===== src/common/fpexp_params.svh =====
/*
	fpexp parameters
	lane count, result FIFO depth and AXI4-Lite address width
*/

`ifndef FPEXP_PARAMS_SVH
`define FPEXP_PARAMS_SVH

// 2, 4 or 8 lanes
`define FPEXP_LANES 4

// power of two
`define FPEXP_FIFO_DEPTH 4

`define FPEXP_ADDR_W 4

`endif

===== src/common/fpexp_pkg.sv =====
/*
	fpexp package
	types shared by the exponent section of the FPU:
	opcodes, lane states and result field widths
*/

package fpexp_pkg;

	// exponent and sum widths, sum has two sign-extension bits on top
	localparam int EXP_W = 8;
	localparam int SUM_W = 10;
	// packed result word: far, underflow, overflow, sum
	localparam int RES_W = SUM_W + 3;

	// register map
	//   0x0 CMD    wo  [7:0] a, [15:8] b, [17:16] op
	//   0x4 RESULT ro  [31] valid, [12] far, [11] unf, [10] ovf, [9:0] sum
	//                  a read pops the result FIFO
	//   0x8 COUNT  ro  result FIFO fill level
	//   others         SLVERR

	// encoding 2'b11 is illegal
	typedef enum logic [1:0] {
		OP_ALIGN = 2'b00,
		OP_MUL   = 2'b01,
		OP_DIV   = 2'b10
	} exp_op_t;

	typedef enum logic [1:0] {
		LANE_IDLE = 2'b00,
		LANE_ADD  = 2'b01,
		LANE_DONE = 2'b10
	} lane_state_t;

endpackage


===== src/hdl/fpexp_top.sv =====
/*
	fpexp top level
	AXI4-Lite register block, round-robin dispatcher,
	exponent lanes and result collector
*/

`timescale 1ns/1ps
`include "fpexp_params.svh"

module fpexp_top (
	input  logic f2strob,
	input  logic _0_d_,
	input  logic [`FPEXP_ADDR_W-1:0] awaddr,
	input  logic awvalid,
	output logic awready,
	input  logic [31:0] wdata,
	input  logic wvalid,
	output logic wready,
	output logic [1:0] bresp,
	output logic bvalid,
	input  logic bready,
	input  logic [`FPEXP_ADDR_W-1:0] araddr,
	input  logic arvalid,
	output logic arready,
	output logic [31:0] rdata,
	output logic [1:0] rresp,
	output logic rvalid,
	input  logic rready
);

	logic cmd_valid;
	logic cmd_ready;
	fpexp_pkg::exp_op_t cmd_op;
	logic [fpexp_pkg::EXP_W-1:0] cmd_a;
	logic [fpexp_pkg::EXP_W-1:0] cmd_b;
	logic [`FPEXP_LANES-1:0] lane_valid;
	logic [`FPEXP_LANES-1:0] lane_ready;
	fpexp_pkg::exp_op_t lane_op [`FPEXP_LANES];
	logic [fpexp_pkg::EXP_W-1:0] lane_a [`FPEXP_LANES];
	logic [fpexp_pkg::EXP_W-1:0] lane_b [`FPEXP_LANES];
	logic [`FPEXP_LANES-1:0] res_valid;
	logic [`FPEXP_LANES-1:0] res_ready;
	logic [fpexp_pkg::SUM_W-1:0] res_sum [`FPEXP_LANES];
	logic [`FPEXP_LANES-1:0] res_ovf;
	logic [`FPEXP_LANES-1:0] res_unf;
	logic [`FPEXP_LANES-1:0] res_far;
	logic pop;
	logic [fpexp_pkg::RES_W-1:0] head;
	logic [$clog2(`FPEXP_FIFO_DEPTH):0] count;

	fpexp_axil_regs i_regs (.*);

	exp_dispatch i_dispatch (.*);

	// identical lanes
	for (genvar g = 0; g < `FPEXP_LANES; g++) begin : g_lane
		exp_lane i_lane (
			.f2strob   (f2strob),
			._0_d_     (_0_d_),
			.in_valid  (lane_valid[g]),
			.in_op     (lane_op[g]),
			.in_a      (lane_a[g]),
			.in_b      (lane_b[g]),
			.res_ready (res_ready[g]),
			.in_ready  (lane_ready[g]),
			.res_valid (res_valid[g]),
			.res_sum   (res_sum[g]),
			.res_ovf   (res_ovf[g]),
			.res_unf   (res_unf[g]),
			.res_far   (res_far[g])
		);
	end

	exp_collect i_collect (.*);

endmodule


===== src/hdl/exp_collect.sv =====
/*
	exponent result collector
	drains the lanes in round-robin order into the result FIFO
	and reports its fill level
*/

`timescale 1ns/1ps
`include "fpexp_params.svh"

module exp_collect (
	input  logic f2strob,
	input  logic _0_d_,
	input  logic [`FPEXP_LANES-1:0] res_valid,
	input  logic [fpexp_pkg::SUM_W-1:0] res_sum [`FPEXP_LANES],
	input  logic [`FPEXP_LANES-1:0] res_ovf,
	input  logic [`FPEXP_LANES-1:0] res_unf,
	input  logic [`FPEXP_LANES-1:0] res_far,
	input  logic pop,
	output logic [`FPEXP_LANES-1:0] res_ready,
	output logic [fpexp_pkg::RES_W-1:0] head,
	output logic [$clog2(`FPEXP_FIFO_DEPTH):0] count
);

	localparam int PTR_W = $clog2(`FPEXP_LANES);
	localparam int AW = $clog2(`FPEXP_FIFO_DEPTH);

	logic [PTR_W-1:0] ptr;
	logic [fpexp_pkg::RES_W-1:0] mem [`FPEXP_FIFO_DEPTH];
	logic [AW-1:0] wr_ptr;
	logic [AW-1:0] rd_ptr;
	logic full;
	logic push;
	logic do_pop;
	logic [fpexp_pkg::RES_W-1:0] word;

	assign full = (count == (AW + 1)'(`FPEXP_FIFO_DEPTH));
	assign push = res_valid[ptr] && !full;
	assign do_pop = pop && (count != '0);
	assign word = {res_far[ptr], res_unf[ptr], res_ovf[ptr], res_sum[ptr]};
	assign head = mem[rd_ptr];

	always_comb begin
		for (int i = 0; i < `FPEXP_LANES; i++)
			res_ready[i] = !full && (ptr == PTR_W'(i));
	end

	always_ff @(posedge f2strob or negedge _0_d_) begin
		if (!_0_d_) begin
			ptr <= '0;
			wr_ptr <= '0;
			rd_ptr <= '0;
			count <= '0;
		end else begin
			if (push) begin
				wr_ptr <= wr_ptr + 1'b1;
				if (ptr == PTR_W'(`FPEXP_LANES - 1))
					ptr <= '0;
				else
					ptr <= ptr + 1'b1;
			end
			if (do_pop)
				rd_ptr <= rd_ptr + 1'b1;
			// push and pop together leave the level alone
			case ({push, do_pop})
				2'b10: count <= count + 1'b1;
				2'b01: count <= count - 1'b1;
				default: count <= count;
			endcase
		end
	end

	always_ff @(posedge f2strob) begin
		if (push)
			mem[wr_ptr] <= word;
	end

endmodule


===== src/exp_lane/exp_lane.sv =====
/*
	exponent lane
	D and B registers, B bus select, 10-bit exponent adder
	and range checks for ALIGN, MUL and DIV
*/

`timescale 1ns/1ps

module exp_lane (
	input  logic f2strob,
	input  logic _0_d_,
	input  logic in_valid,
	input  fpexp_pkg::exp_op_t in_op,
	input  logic [fpexp_pkg::EXP_W-1:0] in_a,
	input  logic [fpexp_pkg::EXP_W-1:0] in_b,
	input  logic res_ready,
	output logic in_ready,
	output logic res_valid,
	output logic [fpexp_pkg::SUM_W-1:0] res_sum,
	output logic res_ovf,
	output logic res_unf,
	output logic res_far
);

	localparam int EXP_W = fpexp_pkg::EXP_W;
	localparam int SUM_W = fpexp_pkg::SUM_W;

	// B bus select
	localparam logic [1:0] BSEL_COMP = 2'd0;
	localparam logic [1:0] BSEL_TRUE = 2'd1;
	localparam logic [1:0] BSEL_ONES = 2'd2;
	localparam logic [1:0] BSEL_ZERO = 2'd3;

	fpexp_pkg::lane_state_t state;
	fpexp_pkg::exp_op_t op;
	logic [SUM_W-1:0] d_reg;
	logic [EXP_W-1:0] b_reg;
	logic [1:0] b_sel;
	logic [EXP_W-1:0] b_bus;
	logic cin;
	logic [SUM_W-1:0] sum;
	logic signed [SUM_W-1:0] sum_s;
	logic ovf;
	logic unf;
	logic far;

	assign in_ready = (state == fpexp_pkg::LANE_IDLE);

	always_comb begin
		b_sel = BSEL_ZERO;
		if (state == fpexp_pkg::LANE_ADD) begin
			case (op)
				fpexp_pkg::OP_MUL: b_sel = BSEL_TRUE;
				fpexp_pkg::OP_ALIGN, fpexp_pkg::OP_DIV: b_sel = BSEL_COMP;
				default: b_sel = BSEL_ONES;
			endcase
		end
	end

	always_comb begin
		case (b_sel)
			BSEL_COMP: b_bus = ~b_reg;
			BSEL_TRUE: b_bus = b_reg;
			BSEL_ONES: b_bus = '1;
			default: b_bus = '0;
		endcase
	end

	// carry in turns the complement into a true subtract
	assign cin = (state == fpexp_pkg::LANE_ADD) && (op == fpexp_pkg::OP_ALIGN);
	assign sum = d_reg + {{(SUM_W - EXP_W){b_bus[EXP_W-1]}}, b_bus}
		+ {{(SUM_W - 1){1'b0}}, cin};
	assign sum_s = signed'(sum);

	assign ovf = (op != fpexp_pkg::OP_ALIGN) && (sum_s > 127);
	assign unf = (op != fpexp_pkg::OP_ALIGN) && (sum_s < -128);
	// mantissa shifted out completely
	assign far = (op == fpexp_pkg::OP_ALIGN) && ((sum_s >= 40) || (sum_s <= -40));

	always_ff @(posedge f2strob or negedge _0_d_) begin
		if (!_0_d_) begin
			state <= fpexp_pkg::LANE_IDLE;
			res_valid <= 1'b0;
		end else begin
			case (state)
				fpexp_pkg::LANE_IDLE: begin
					if (in_valid)
						state <= fpexp_pkg::LANE_ADD;
				end
				fpexp_pkg::LANE_ADD: state <= fpexp_pkg::LANE_DONE;
				fpexp_pkg::LANE_DONE: begin
					if (!res_valid) begin
						res_valid <= 1'b1;
					end else if (res_ready) begin
						res_valid <= 1'b0;
						state <= fpexp_pkg::LANE_IDLE;
					end
				end
				default: state <= fpexp_pkg::LANE_IDLE;
			endcase
		end
	end

	// operands and registered sum
	always_ff @(posedge f2strob) begin
		if (in_valid && in_ready) begin
			d_reg <= {{(SUM_W - EXP_W){in_a[EXP_W-1]}}, in_a};
			b_reg <= in_b;
			op <= in_op;
		end
		if (state == fpexp_pkg::LANE_ADD) begin
			res_sum <= sum;
			res_ovf <= ovf;
			res_unf <= unf;
			res_far <= far;
		end
	end

endmodule


===== src/hdl/exp_dispatch.sv =====
/*
	exponent command dispatcher
	hands each command to the next lane in round-robin order,
	stalls while that lane is still busy
*/

`timescale 1ns/1ps
`include "fpexp_params.svh"

module exp_dispatch (
	input  logic f2strob,
	input  logic _0_d_,
	input  logic cmd_valid,
	input  fpexp_pkg::exp_op_t cmd_op,
	input  logic [fpexp_pkg::EXP_W-1:0] cmd_a,
	input  logic [fpexp_pkg::EXP_W-1:0] cmd_b,
	input  logic [`FPEXP_LANES-1:0] lane_ready,
	output logic cmd_ready,
	output logic [`FPEXP_LANES-1:0] lane_valid,
	output fpexp_pkg::exp_op_t lane_op [`FPEXP_LANES],
	output logic [fpexp_pkg::EXP_W-1:0] lane_a [`FPEXP_LANES],
	output logic [fpexp_pkg::EXP_W-1:0] lane_b [`FPEXP_LANES]
);

	localparam int PTR_W = $clog2(`FPEXP_LANES);

	logic [PTR_W-1:0] ptr;

	// only the selected lane counts, so results stay in order
	assign cmd_ready = lane_ready[ptr];

	always_comb begin
		for (int i = 0; i < `FPEXP_LANES; i++) begin
			lane_valid[i] = cmd_valid && (ptr == PTR_W'(i));
			lane_op[i] = (ptr == PTR_W'(i)) ? cmd_op : fpexp_pkg::OP_ALIGN;
			lane_a[i] = (ptr == PTR_W'(i)) ? cmd_a : '0;
			lane_b[i] = (ptr == PTR_W'(i)) ? cmd_b : '0;
		end
	end

	always_ff @(posedge f2strob or negedge _0_d_) begin
		if (!_0_d_) begin
			ptr <= '0;
		end else if (cmd_valid && cmd_ready) begin
			if (ptr == PTR_W'(`FPEXP_LANES - 1))
				ptr <= '0;
			else
				ptr <= ptr + 1'b1;
		end
	end

endmodule


===== src/hdl/fpexp_axil_regs.sv =====
/*
	fpexp AXI4-Lite register block
	decodes CMD, RESULT and COUNT, issues exponent commands
	to the dispatcher and pops the result FIFO on RESULT reads
*/

`timescale 1ns/1ps
`include "fpexp_params.svh"

module fpexp_axil_regs (
	input  logic f2strob,
	input  logic _0_d_,
	input  logic [`FPEXP_ADDR_W-1:0] awaddr,
	input  logic awvalid,
	output logic awready,
	input  logic [31:0] wdata,
	input  logic wvalid,
	output logic wready,
	output logic [1:0] bresp,
	output logic bvalid,
	input  logic bready,
	input  logic [`FPEXP_ADDR_W-1:0] araddr,
	input  logic arvalid,
	output logic arready,
	output logic [31:0] rdata,
	output logic [1:0] rresp,
	output logic rvalid,
	input  logic rready,
	input  logic cmd_ready,
	input  logic [fpexp_pkg::RES_W-1:0] head,
	input  logic [$clog2(`FPEXP_FIFO_DEPTH):0] count,
	output logic cmd_valid,
	output fpexp_pkg::exp_op_t cmd_op,
	output logic [fpexp_pkg::EXP_W-1:0] cmd_a,
	output logic [fpexp_pkg::EXP_W-1:0] cmd_b,
	output logic pop
);

	localparam logic [`FPEXP_ADDR_W-1:0] ADDR_CMD = 'h0;
	localparam logic [`FPEXP_ADDR_W-1:0] ADDR_RESULT = 'h4;
	localparam logic [`FPEXP_ADDR_W-1:0] ADDR_COUNT = 'h8;
	localparam logic [1:0] RESP_OKAY = 2'b00;
	localparam logic [1:0] RESP_SLVERR = 2'b10;
	localparam int CNT_W = $clog2(`FPEXP_FIFO_DEPTH) + 1;

	logic op_legal;
	logic wr_legal;
	logic wr_req;
	logic wr_fire;
	logic rd_fire;
	logic res_avail;
	logic [31:0] rd_word;
	logic [1:0] rd_resp;

	// command fields straight from the write data
	assign cmd_op = fpexp_pkg::exp_op_t'(wdata[17:16]);
	assign cmd_a = wdata[7:0];
	assign cmd_b = wdata[15:8];

	always_comb begin
		case (cmd_op)
			fpexp_pkg::OP_ALIGN, fpexp_pkg::OP_MUL, fpexp_pkg::OP_DIV: op_legal = 1'b1;
			default: op_legal = 1'b0;
		endcase
	end

	assign wr_legal = (awaddr == ADDR_CMD) && op_legal;
	assign wr_req = awvalid && wvalid && !bvalid;
	assign cmd_valid = wr_req && wr_legal;
	// a legal command waits for its lane, anything else completes with SLVERR
	assign wr_fire = wr_req && (!wr_legal || cmd_ready);
	assign awready = wr_fire;
	assign wready = wr_fire;

	assign arready = !rvalid;
	assign rd_fire = arvalid && arready;
	assign res_avail = (count != '0);
	assign pop = rd_fire && (araddr == ADDR_RESULT) && res_avail;

	always_comb begin
		rd_word = 32'd0;
		rd_resp = RESP_OKAY;
		case (araddr)
			ADDR_RESULT: begin
				if (res_avail)
					rd_word = {1'b1, {(31 - fpexp_pkg::RES_W){1'b0}}, head};
			end
			ADDR_COUNT: rd_word = {{(32 - CNT_W){1'b0}}, count};
			default: rd_resp = RESP_SLVERR;
		endcase
	end

	always_ff @(posedge f2strob or negedge _0_d_) begin
		if (!_0_d_) begin
			bvalid <= 1'b0;
			rvalid <= 1'b0;
		end else begin
			if (wr_fire)
				bvalid <= 1'b1;
			else if (bready)
				bvalid <= 1'b0;
			if (rd_fire)
				rvalid <= 1'b1;
			else if (rready)
				rvalid <= 1'b0;
		end
	end

	// response payload
	always_ff @(posedge f2strob) begin
		if (wr_fire)
			bresp <= wr_legal ? RESP_OKAY : RESP_SLVERR;
		if (rd_fire) begin
			rdata <= rd_word;
			rresp <= rd_resp;
		end
	end

endmodule


===== config.mk =====
export PLATFORM = sky130hd
export DESIGN_NAME = fpexp_top
export DESIGN_NICKNAME = d
export VERILOG_FILES = /design/src/common/fpexp_pkg.sv /design/src/hdl/fpexp_top.sv /design/src/hdl/exp_collect.sv /design/src/exp_lane/exp_lane.sv /design/src/hdl/exp_dispatch.sv /design/src/hdl/fpexp_axil_regs.sv
export VERILOG_INCLUDE_DIRS = /design/src /design/src/common
export SDC_FILE = /design/constraint.sdc
export NUM_CORES = 1
export LEC_CHECK = 0
export BUFFER_PORTS_ARGS = -buffer_cell sky130_fd_sc_hd__buf_2
export CORE_MARGIN = 2
export CORE_UTILIZATION = 60
export DETAILED_ROUTE_END_ITERATION = 8
export PLACE_DENSITY = 0.81
export SETUP_SLACK_MARGIN = 0.2
export SYNTH_ARGS = -nofsm -noshare
export SYNTH_HDL_FRONTEND = slang
export SYNTH_SLANG_ARGS = --single-unit
export TNS_END_PERCENT = 1

===== constraint.sdc =====
create_clock -name f2strob -period 5.1 [get_ports f2strob]
set_clock_uncertainty 0.05 [all_clocks]
set_input_delay 1.02 -clock f2strob [delete_from_list [all_inputs] [get_ports f2strob]]
set_output_delay 1.02 -clock f2strob [all_outputs]
set_load 0.1 [all_outputs]

* After elaboration in Yosys (flattened, before gate mapping)
Memory sizes are Yosys's and may differ from the RTL's.
Cells that the tools add are included.
** Storage, ports and cells
- Bits in registers :: 185
- Input bits :: 47
- ROM bits :: 0
- Word-level logic and storage cells :: 287
- Bits in latches :: 0
- RAM bits :: 52
- Output and inout port bits :: 41
- Memories :: 1
** Memory list
- i_collect.mem :: depth 4, bits a word 13, read ports 1, clocked after memory_dff 0, wr ports 1, RTL line exp_collect.sv:28 : logic [fpexp_pkg::RES_W-1:0] mem [`FPEXP_FIFO_DEPTH];
** Cells by class
- Div/mod/pow operators :: 0
- Shift operators :: 0
- Multipliers :: 0
- Reductions and logical operators :: 82
- Bitwise logic cells :: 5
- Order comparisons :: 19
- Eq/ne operators :: 49
- Add/subtract/negate cells :: 14
- Mux-type cells :: 67
** Operators with widths (number)
- $pmux 8 s3 :: 4
- $pmux 32 s2 :: 1
- $add 10x1->10 :: 4
- $ge 10x7->1 const B :: 4
- $gt 10x8->1 const B :: 4
- $le 10x7->1 const B :: 4
- $lt 10x8->1 const B :: 4
- $mux 2 :: 20
- $logic_and 1x1->1 :: 39
- $add 8x8->9 :: 4
- $eq 2x2->1 const B :: 18
- $eq 2x1->1 const B :: 16
- $mux 32 :: 1
- $mux 8 :: 4
- $not 8->8 :: 4
- $logic_not 2->1 :: 15
- $ne 2x1->1 const B :: 12
- $pmux 2 s3 :: 4
- $bmux 10 s2 :: 1
- $mux 1 :: 20
- $mux 10 :: 2
- $pmux 2 s2 :: 4
- $reduce_bool 2->1 :: 7
- $reduce_and 3->1 :: 4
- other kinds (17) :: 36

* Depth between registers and ports, before layout
Gate-level depths: netlist (run 1).
- Word-level depth :: 11
- Gate-level depth with buffers :: 16
- Depth with buffers taken out :: 15

* Cells and area by module
Synthesis (run 1) repeated with hierarchy kept, for this count alone.
** Second synthesis, totals
- Cells, all modules :: 864
- Area total of the unflattened synthesis :: 11139.4 sq um
** Modules (own cells, without submodules)
- exp_lane at g_lane[0].i_lane ... :: area an instance 1609.0 sq um, times used 2, sequential area each 1006.0 sq um, cells an instance 131
- exp_collect :: area an instance 2836.5 sq um, times used 1, sequential area each 1786.7 sq um, cells an instance 142
- exp_lane at g_lane[2].i_lane :: area an instance 1664.1 sq um, times used 1, sequential area each 1006.0 sq um, cells an instance 132
- exp_lane at g_lane[1].i_lane :: area an instance 1656.6 sq um, times used 1, sequential area each 1006.0 sq um, cells an instance 134
- fpexp_axil_regs :: area an instance 1058.5 sq um, times used 1, sequential area each 530.5 sq um, cells an instance 92
- exp_dispatch :: area an instance 705.7 sq um, times used 1, sequential area each 50.0 sq um, cells an instance 102

* Worst setup path after synthesis (run 1)
OpenSTA, ideal clock, no wires.
- Path kind :: input to output
- Start :: in wdata[16]
- End :: out wready
- Data arrival time :: 3019 ps
- Slack :: 1011 ps
- Stages :: 5
- Required time :: 4030 ps
- Buffers on the path :: 1
- Cells stage by stage :: nand2_1 nand2_1 nor2_1 nor2_1 buf_4
** On the way
- Longest elaborated chain between the ends :: 7
- Elaborated cells on any way between the ends :: 9
** RTL lines
- start: declaration :: RTL line fpexp_top.sv:16 : input logic [31:0] wdata,
- $eq 2x1->1, or another cell as far along :: RTL line fpexp_axil_regs.sv:61 : case (cmd_op)
- $reduce_or 3->1 (*) :: RTL line fpexp_axil_regs.sv:61
- $mux 1 (*) :: RTL line fpexp_axil_regs.sv:61
- $logic_and 1x1->1 (*) :: RTL line fpexp_axil_regs.sv:67 : assign wr_legal = (awaddr == ADDR_CMD) && op_legal;
- $logic_not 1->1 (*) :: RTL line fpexp_axil_regs.sv:71 : assign wr_fire = wr_req && (!wr_legal || cmd_ready);
- $logic_or 1x1->1 (*) :: RTL line fpexp_axil_regs.sv:71
- $logic_and 1x1->1 (*) :: RTL line fpexp_axil_regs.sv:71
- end: declaration :: RTL line fpexp_top.sv:18 : output logic wready,
Every way passes the cells marked *; elsewhere a longest branch is shown, timed or not.

* Final worst setup path (run 1)
- Start :: reg g_lane[1].i_lane.op[0]
- End :: reg g_lane[1].i_lane.res_ovf, data pin
** On the way
- Longest elaborated chain between the ends :: 10
- Elaborated cells on any way between the ends :: 16
** RTL lines
- start: declaration :: RTL line exp_lane.sv:35 : fpexp_pkg::exp_op_t op;
- start signal: assignment :: RTL line exp_lane.sv:109 : op <= in_op;
- $eq 2x2->1 / $logic_not 2->1 (equally long branches) :: RTL line exp_lane.sv:52, exp_lane.sv:70
- $reduce_or 2->1 :: RTL line exp_lane.sv:52 : case (op)
- $pmux 2 s2 :: RTL line exp_lane.sv:52
- $mux 2 :: RTL line exp_lane.sv:51 : if (state == fpexp_pkg::LANE_ADD) begin
- $eq 2x2->1, or another cell as far along :: RTL line exp_lane.sv:61 : case (b_sel)
- $pmux 8 s3 :: RTL line exp_lane.sv:61
- $add 8x8->9 :: RTL line exp_lane.sv:71 : assign sum = d_reg + {{(SUM_W - EXP_W){b_bus[EXP_W-1]}}, b_bus}
- $add 10x1->10 :: RTL line exp_lane.sv:72 : + {{(SUM_W - 1){1'b0}}, cin};
- $gt 10x8->1 :: RTL line exp_lane.sv:75 : assign ovf = (op != fpexp_pkg::OP_ALIGN) && (sum_s > 127);
- $logic_and 1x1->1 (*) :: RTL line exp_lane.sv:75
- via g_lane[1].i_lane.ovf :: RTL line exp_lane.sv:43 : logic ovf;
- end signal: assignment :: RTL line exp_lane.sv:113 : res_ovf <= ovf;
- end: declaration :: RTL line exp_lane.sv:20 : output logic res_ovf,
Mark *: on every way through the listed nets, which the timed path passes. The rest lies on a longest branch.
A chain may end at the register's enable or synchronous reset.

==> flow_summary.yaml, run 1 <==
drt:
  drtPass1Iterations: 5
  via_per_inst: 5.66
  drtAntennaViolNets: 0
  drt_iter0_markers: 373
  wirelength_mm: 21.1
  drc_errors: 0
  vias: 6776
  routedWlPerCell_um: 17.6
synth:
  syn_avg_cell_area_um2: 12.5
  synthCells: 902
  synth_warnings: 0
  synth.most_common_cell: "edfxtp_1"
  ys_seq_area_share_pct: 56.5
  synthArstFlopShare_pct: 11.5
  synth_seq_cells: 217
  netlist_area_mm2: 0.0113
  synth_edf_count: 192
  synth_ff_type: "edfxtp_1"
  yosysUniqueCellTypes: 66
  synthTopCellsByCount: "edfxtp_1 (192), nor2_1 (113), and2_1 (75)"
  yosysTopAreaCell: "edfxtp_1"
  yosys.area.top_type_share_pct: 51.0
  synth.area.top_cells: "edfxtp_1 (51%), ha_1 (5.9%), mux4_2 (5.6%), dfrtp_1 (5.5%), and2_1 (4.1%)"
cells_and_area:
  largest_register_ffs: 52
  top_regs: "i_collect.mem: 52 flops, g_lane.i_lane.res_sum: 40 flops"
  fillers: 1335
  top_register: "i_collect.mem"
  post_route_cells_drive_above_1_share_pct: 13.6
  area_growth_syn_to_layout_pct: 9.08
  seq_area_mm2: 0.00639
  fin_nets: 1054
  multi_input_area_mm2: 0.00460
  antenna_cells: 0
setup_path:
  crit_path_start_kind: "register"
  cp_data_required_time_ns: 5.29
  crit_slowest_cell: "nor3b_2"
  crit_type: "reg2reg"
  cp_slowest_stage_delay_ns: 0.54
  end_kind: "register"
  cp_common_cell: "nor2_1"
  arrival_ns: 4.52
  path_max_fanout: 11
  cp_cell_sequence: "nor2b_1 -> nor2_1 -> a21oi_1 -> nor2_1 -> ha_1 -> fa_1 -> a211oi_1 -> nor3b_1 -> o31ai_1 -> o311ai_1 -> nor3b_2 -> mux2i_1 -> o21a_1 -> nor2_1"
timing:
  finalSetupTns_ns: 0
  slew_headroom_pct: 39.9
  fin_crit_sh_pct: 84.9
  slew_viol_final: 0
  rsz0062_at_grt: "false"
  max_freq_ghz: 0.231
  setup_ws_ns: 0.768
  setup_viol: 0
  final_hold_viol_count: 0
  tightest_slew_ns: 0.888
  final.min_clock_period_ns: 4.33
min_path:
  hp-class: "in2async"
clock_tree:
  cts_resized: 0
  post_cts_buffers: 0
  clockRootBuffer: "clkbuf_16"
  cts_buffers: 22
  clock_latency_ns: 0.50
  htree_levels: 1
  clkSinkCount: 217
  clockBufferDepth: 3
  path_clk_slew_ns: 0.06
  cts_tree: "done"
  cts_hold_buf: 0
grt:
  grt_max_degree: 26
  overflow: 0
  antenna_found_initial: 0
  grt_use_total_pct: 21.5
  grt_pass1_vias: 6551
  grt_pass1_wl_mm: 33.5
floorplan:
  die_w_um: 141
  start_util_pct: 60.9
  pin_count: 88
  rows: 50
  core_mm2: 0.0186
  die_h_um: 141
  fp.dieArea_mm2: 0.0200
placement:
  hpwl_mm: 16.0
  gp_congestion: 0.888
  dpl_worst_slack_ns: 0.862
  portBuffers: 53
pwr:
  power_leakage_nw: 4.84
  peakVddDrop_v: 0.000259
  p_per_area_mw_per_mm2: 383
job:
  cap_violations: 0
outcome:
  status: "complete, no violations"
[metal layers]
layer | track usage (%) | part of all wire, % | up-vias
li1 | - | - | 3355
met1 | 28.1 | 43 | 3198
met2 | 36.8 | 49 | 172
met3 | 2.97 | 4.6 | 51
met4 | 8.58 | 4.0 | 0
met5 | 0 | 0 | -
[worst max-delay path, delay by kind of cell, from the launching register on]
family	cells	cell delay [ns]
flip-flops	1	0.53
AO/OA/AOI/OAI	5	1.22
adder cells (fa/ha/maj)	2	0.70
AND/OR/NAND/NOR	6	1.33
multiplexers	1	0.24
[through the flow]
stage	util [%]	instance area (µm²)	total power, W	hold slack, ns	instances
5_1_grt	66.4	12300	0.00491	0.499	1198
3_3_place_gp	62.9	11700	0.00327	0.468	1159
6_report	66.4	12300	0.00473	0.463	1198
3_5_place_dp	62.9	11700	0.00332	0.479	1159
2_1_floorplan	-	11400	0.00311	0.429	921
4_1_cts	66.4	12300	0.00476	0.473	1198
[logic make-up (layout without fill, tap and decap cells)]
kind of cell	after synthesis	count (layout)	synth area share, %
muxes	35	35	6.24
adders and majority gates	58	58	6.75
other	1	20	0.0332
and+or+nand+nor	334	334	15.6
AOI/OAI and AO/OA	127	127	7.70
xor gates and xnor gates	48	48	3.72
buffers and inverters	82	125	3.43
DFF	217	217	56.5
[layout by cell type (no fill, tap or decap), drive strengths merged, types with 4 or more instances in the layout]
master	netlist	layout
nor2	113	113
a211oi	11	11
nand2	31	31
clkbuf	28	34
fa	5	5
edfxtp	192	192
mux4	28	28
dfrtp	25	25
o21ai	16	16
nor2b	25	25
mux2	4	4
clkinv	0	5
nand4	6	6
conb	1	20
and3	16	16
a31oi	7	7
xor2	23	23
ha	53	53
o21a	10	10
a21o	4	4
nand3	17	17
buf	24	56
nor4	4	4
nand2b	7	7
and2	75	75
nor3	15	15
o311ai	6	6
xnor2	25	25
a21oi	45	45
inv	30	30
or3	4	4
a2111oi	4	4
nor3b	7	7
or4	4	4
[cell type report]
cell class / count / share of cell area (%)
tap: 234 / 2.37
timing repair buffer: 56 / 2.33
clock buffer: 34 / 4.99
inverter: 30 / 0.913
sequential: 217 / 51.8
multi-input combinational: 622 / 37.3
clock inverter: 5 / 0.284
[report_power, final]
| group | internal, W | switching, W | total (W) |
|---|---|---|---|
| Combinational | 0.000385 | 0.000534 | 0.000919 |
| Clock | 0.000831 | 0.000621 | 0.00145 |
| Sequential | 0.00220 | 0.000151 | 0.00235 |
| Total | 0.00342 | 0.00131 | 0.00473 |
[worst paths after layout]
path,start,end,slack (ns),cells after the start
worst max register to register,g_lane[1].i_lane.op[0]$_SDFFCE_PP0P_,g_lane[1].i_lane.res_ovf$_DFFE_PN_,0.77,14
min in group f2strob,g_lane[0].i_lane.res_valid$_DFFE_PN0P_,g_lane[0].i_lane.res_valid$_DFFE_PN0P_,0.49,1
worst min-delay path,_0_d_,i_collect.rd_ptr[1]$_DFFE_PN0P_,0.46,1
worst max-delay path,g_lane[1].i_lane.op[0]$_SDFFCE_PP0P_,g_lane[1].i_lane.res_ovf$_DFFE_PN_,0.77,14
worst min register to register,g_lane[0].i_lane.res_valid$_DFFE_PN0P_,g_lane[0].i_lane.res_valid$_DFFE_PN0P_,0.49,1
max in group asynchronous,_0_d_,g_lane[2].i_lane.state[1]$_DFFE_PN0P_,4.12,1
Power figures use the tool's default switching activity.
==> run 2, diff against run 1 <==
--- a/config.mk
+++ b/config.mk
@@ -6,11 +6,12 @@
 export SDC_FILE = /design/constraint.sdc
 export NUM_CORES = 1
 export LEC_CHECK = 0
+export ABC_AREA = 1
 export BUFFER_PORTS_ARGS = -buffer_cell sky130_fd_sc_hd__buf_2
 export CORE_MARGIN = 2
 export CORE_UTILIZATION = 60
 export DETAILED_ROUTE_END_ITERATION = 8
-export PLACE_DENSITY = 0.81
+export PLACE_DENSITY = 0.8
 export SETUP_SLACK_MARGIN = 0.2
 export SYNTH_ARGS = -nofsm -noshare
 export SYNTH_HDL_FRONTEND = slang
==> constraint.sdc (replaced) <==
create_clock -name f2strob -period 4.3 [get_ports f2strob]
set_clock_uncertainty 0.05 [all_clocks]
set_input_delay 0.86 -clock f2strob [delete_from_list [all_inputs] [get_ports f2strob]]
set_output_delay 0.86 -clock f2strob [all_outputs]
set_load 0.1 [all_outputs]
==> flow_summary.yaml, run 2 <==
outcome:
  status: "complete, no violations"
synth:
  synth_edf_count: 192
  synthTopCellsByCount: "nand2_1 (278), inv_1 (217), edfxtp_1 (192)"
  synth_warnings: 0
  synth.most_common_cell: "nand2_1"
  synthArstFlopShare_pct: 11.5
  yosysUniqueCellTypes: 45
  netlist_area_mm2: 0.0120
  synth_seq_cells: 217
  yosys.area.top_type_share_pct: 48.0
  synth_ff_type: "edfxtp_1"
  synth.area.top_cells: "edfxtp_1 (48%), nand2_1 (8.7%), inv_1 (6.8%), nor2_1 (5.8%), ha_1 (5.5%)"
  ys_seq_area_share_pct: 53.2
  synthCells: 1346
  yosysTopAreaCell: "edfxtp_1"
  syn_avg_cell_area_um2: 8.92
drt:
  routedWlPerCell_um: 14.2
  vias: 8786
  via_per_inst: 5.20
  drt_iter0_markers: 513
  wirelength_mm: 23.9
  drtAntennaViolNets: 0
  drtPass1Iterations: 8
  drc_errors: 0
cells_and_area:
  layout_common_cells: "nand2_1 (278), inv_1 (217), edfxtp_1 (192)"
  fin_area_mm2: 0.0132
  largest_register_ffs: 52
  top_regs: "i_collect.mem: 52 flops, g_lane.i_lane.res_sum: 40 flops"
  fin_util_pct: 67.8
  post_route_cells_drive_above_1_share_pct: 11.4
  instances_no_fill: 1690
  antenna_cells: 0
  final_common_cell: "nand2_1"
  fillers: 1498
  area_growth_syn_to_layout_pct: 10.3
  top_register: "i_collect.mem"
  fin_nets: 1514
setup_path:
  end_kind: "register"
  arrival_ns: 3.73
  path_max_fanout: 15
  crit_type: "reg2reg"
  crit_path_start_kind: "register"
  cp_data_required_time_ns: 4.52
clock_tree:
  cts_hold_buf: 0
  post_cts_buffers: 0
  clock_latency_ns: 0.51
  clockBufferDepth: 3
  htree_levels: 1
  path_clk_slew_ns: 0.06
  cts_buffers: 22
  clockRootBuffer: "clkbuf_16"
  clkSinkCount: 217
  cts_tree: "done"
  cts_resized: 0
floorplan:
  core_mm2: 0.0195
  die_h_um: 145
  rows: 51
  fp.dieArea_mm2: 0.0212
  start_util_pct: 61.5
  die_w_um: 145
  pin_count: 88
grt:
  overflow: 0
  grt_pass1_wl_mm: 38.9
  grt_pass1_vias: 8170
  grt_use_total_pct: 22.7
  antenna_found_initial: 0
  grt_max_degree: 34
timing:
  slew_viol_final: 0
  rsz0062_at_grt: "false"
  max_freq_ghz: 0.285
  setup_viol: 0
  final_hold_viol_count: 0
  final.min_clock_period_ns: 3.51
  slew_headroom_pct: 37.8
  finalSetupTns_ns: 0
  tightest_slew_ns: 0.933
  fin_crit_sh_pct: 81.6
placement:
  hpwl_mm: 17.9
  gp_congestion: 0.860
  dp_cells: 1650
  portBuffers: 53
  post_dp_cell_area_mm2: 0.0125
pwr:
  power_leakage_nw: 6.18
  peakVddDrop_v: 0.000383
  p_per_area_mw_per_mm2: 464
job:
  cap_violations: 0
min_path:
  hp-class: "in2async"
-- run 2: cells by family after synthesis --
logic type	after synthesis	synth area share, %
other	1	0.0312
DFF	217	53.2
adders and majority gates	58	6.36
AOI/OAI and AO/OA	173	8.20
and+or+nand+nor	607	21.9
buffers and inverters	280	9.43
xor gates and xnor gates	10	0.854
-- run 2: path summary, 6_finish.rpt --
path,startpoint,to,slack (ns),depth (start not counted)
setup / recovery,g_lane[3].i_lane.state[0]$_DFFE_PN0P_,g_lane[3].i_lane.res_far$_DFFE_PN_,0.79,18
hold / removal,_0_d_,i_collect.rd_ptr[1]$_DFFE_PN0P_,0.31,1
setup reg to reg,g_lane[3].i_lane.state[0]$_DFFE_PN0P_,g_lane[3].i_lane.res_far$_DFFE_PN_,0.79,18
hold reg to reg,g_lane[3].i_lane.state[0]$_DFFE_PN0P_,g_lane[3].i_lane.state[0]$_DFFE_PN0P_,0.47,1
max in group asynchronous,_0_d_,g_lane[0].i_lane.state[0]$_DFFE_PN0P_,3.47,1
min in group f2strob,g_lane[3].i_lane.state[0]$_DFFE_PN0P_,g_lane[3].i_lane.state[0]$_DFFE_PN0P_,0.47,1
-- run 2: per-layer routing --
layer	vias up	share of wire [%]	track usage, %
met5	-	0	0
met4	0	3.5	8.09
met3	60	5.4	2.60
met2	262	49	40.5
met1	3979	42	29.0
li1	4485	-	-
-- run 2: power breakdown --
part           internal [W]  leakage, nW  switching [W]  total, W
Combinational      0.000372         3.76        0.00105   0.00142
Sequential          0.00269         2.06       0.000158   0.00285
Clock               0.00112        0.351       0.000752   0.00187
-- run 2: critical path: stages, from the launching register on --
cell,delay (ns)
dfrtp_1,0.40
inv_1,0.08
nor2_1,0.08
buf_4,0.24
clkinv_1,0.29
a211oi_1,0.39
ha_1,0.28
fa_1,0.46
ha_1,0.24
inv_1,0.06
nor2_1,0.04
nand3_1,0.14
nand3_1,0.11
nand2_1,0.09
nand2_1,0.05
a21oi_1,0.12
nand2_1,0.06
nand2_1,0.06
nor2_1,0.04
-- run 2: layout make-up --
cell class / instances / area (µm²) / share of cell area [%]
sequential: 217 / 6390 / 48.3
multi-input combinational: 868 / 4560 / 34.5
clock buffer: 25 / 562 / 4.24
clock inverter: 15 / 153 / 1.15
timing repair buffer: 66 / 363 / 2.74
tap: 265 / 332 / 2.50
inverter: 234 / 878 / 6.63
-- run 2: per-stage QoR --
stage | hold WS, ns | setup slack [ns] | total power (W)
6_report | 0.307 | 0.792 | 0.00614
5_1_grt | 0.352 | 0.426 | 0.00646
4_1_cts | 0.313 | 0.839 | 0.00617
3_5_place_dp | 0.460 | 0.819 | 0.00430
3_3_place_gp | 0.443 | 0.888 | 0.00425
2_1_floorplan | 0.406 | 0.251 | 0.00395
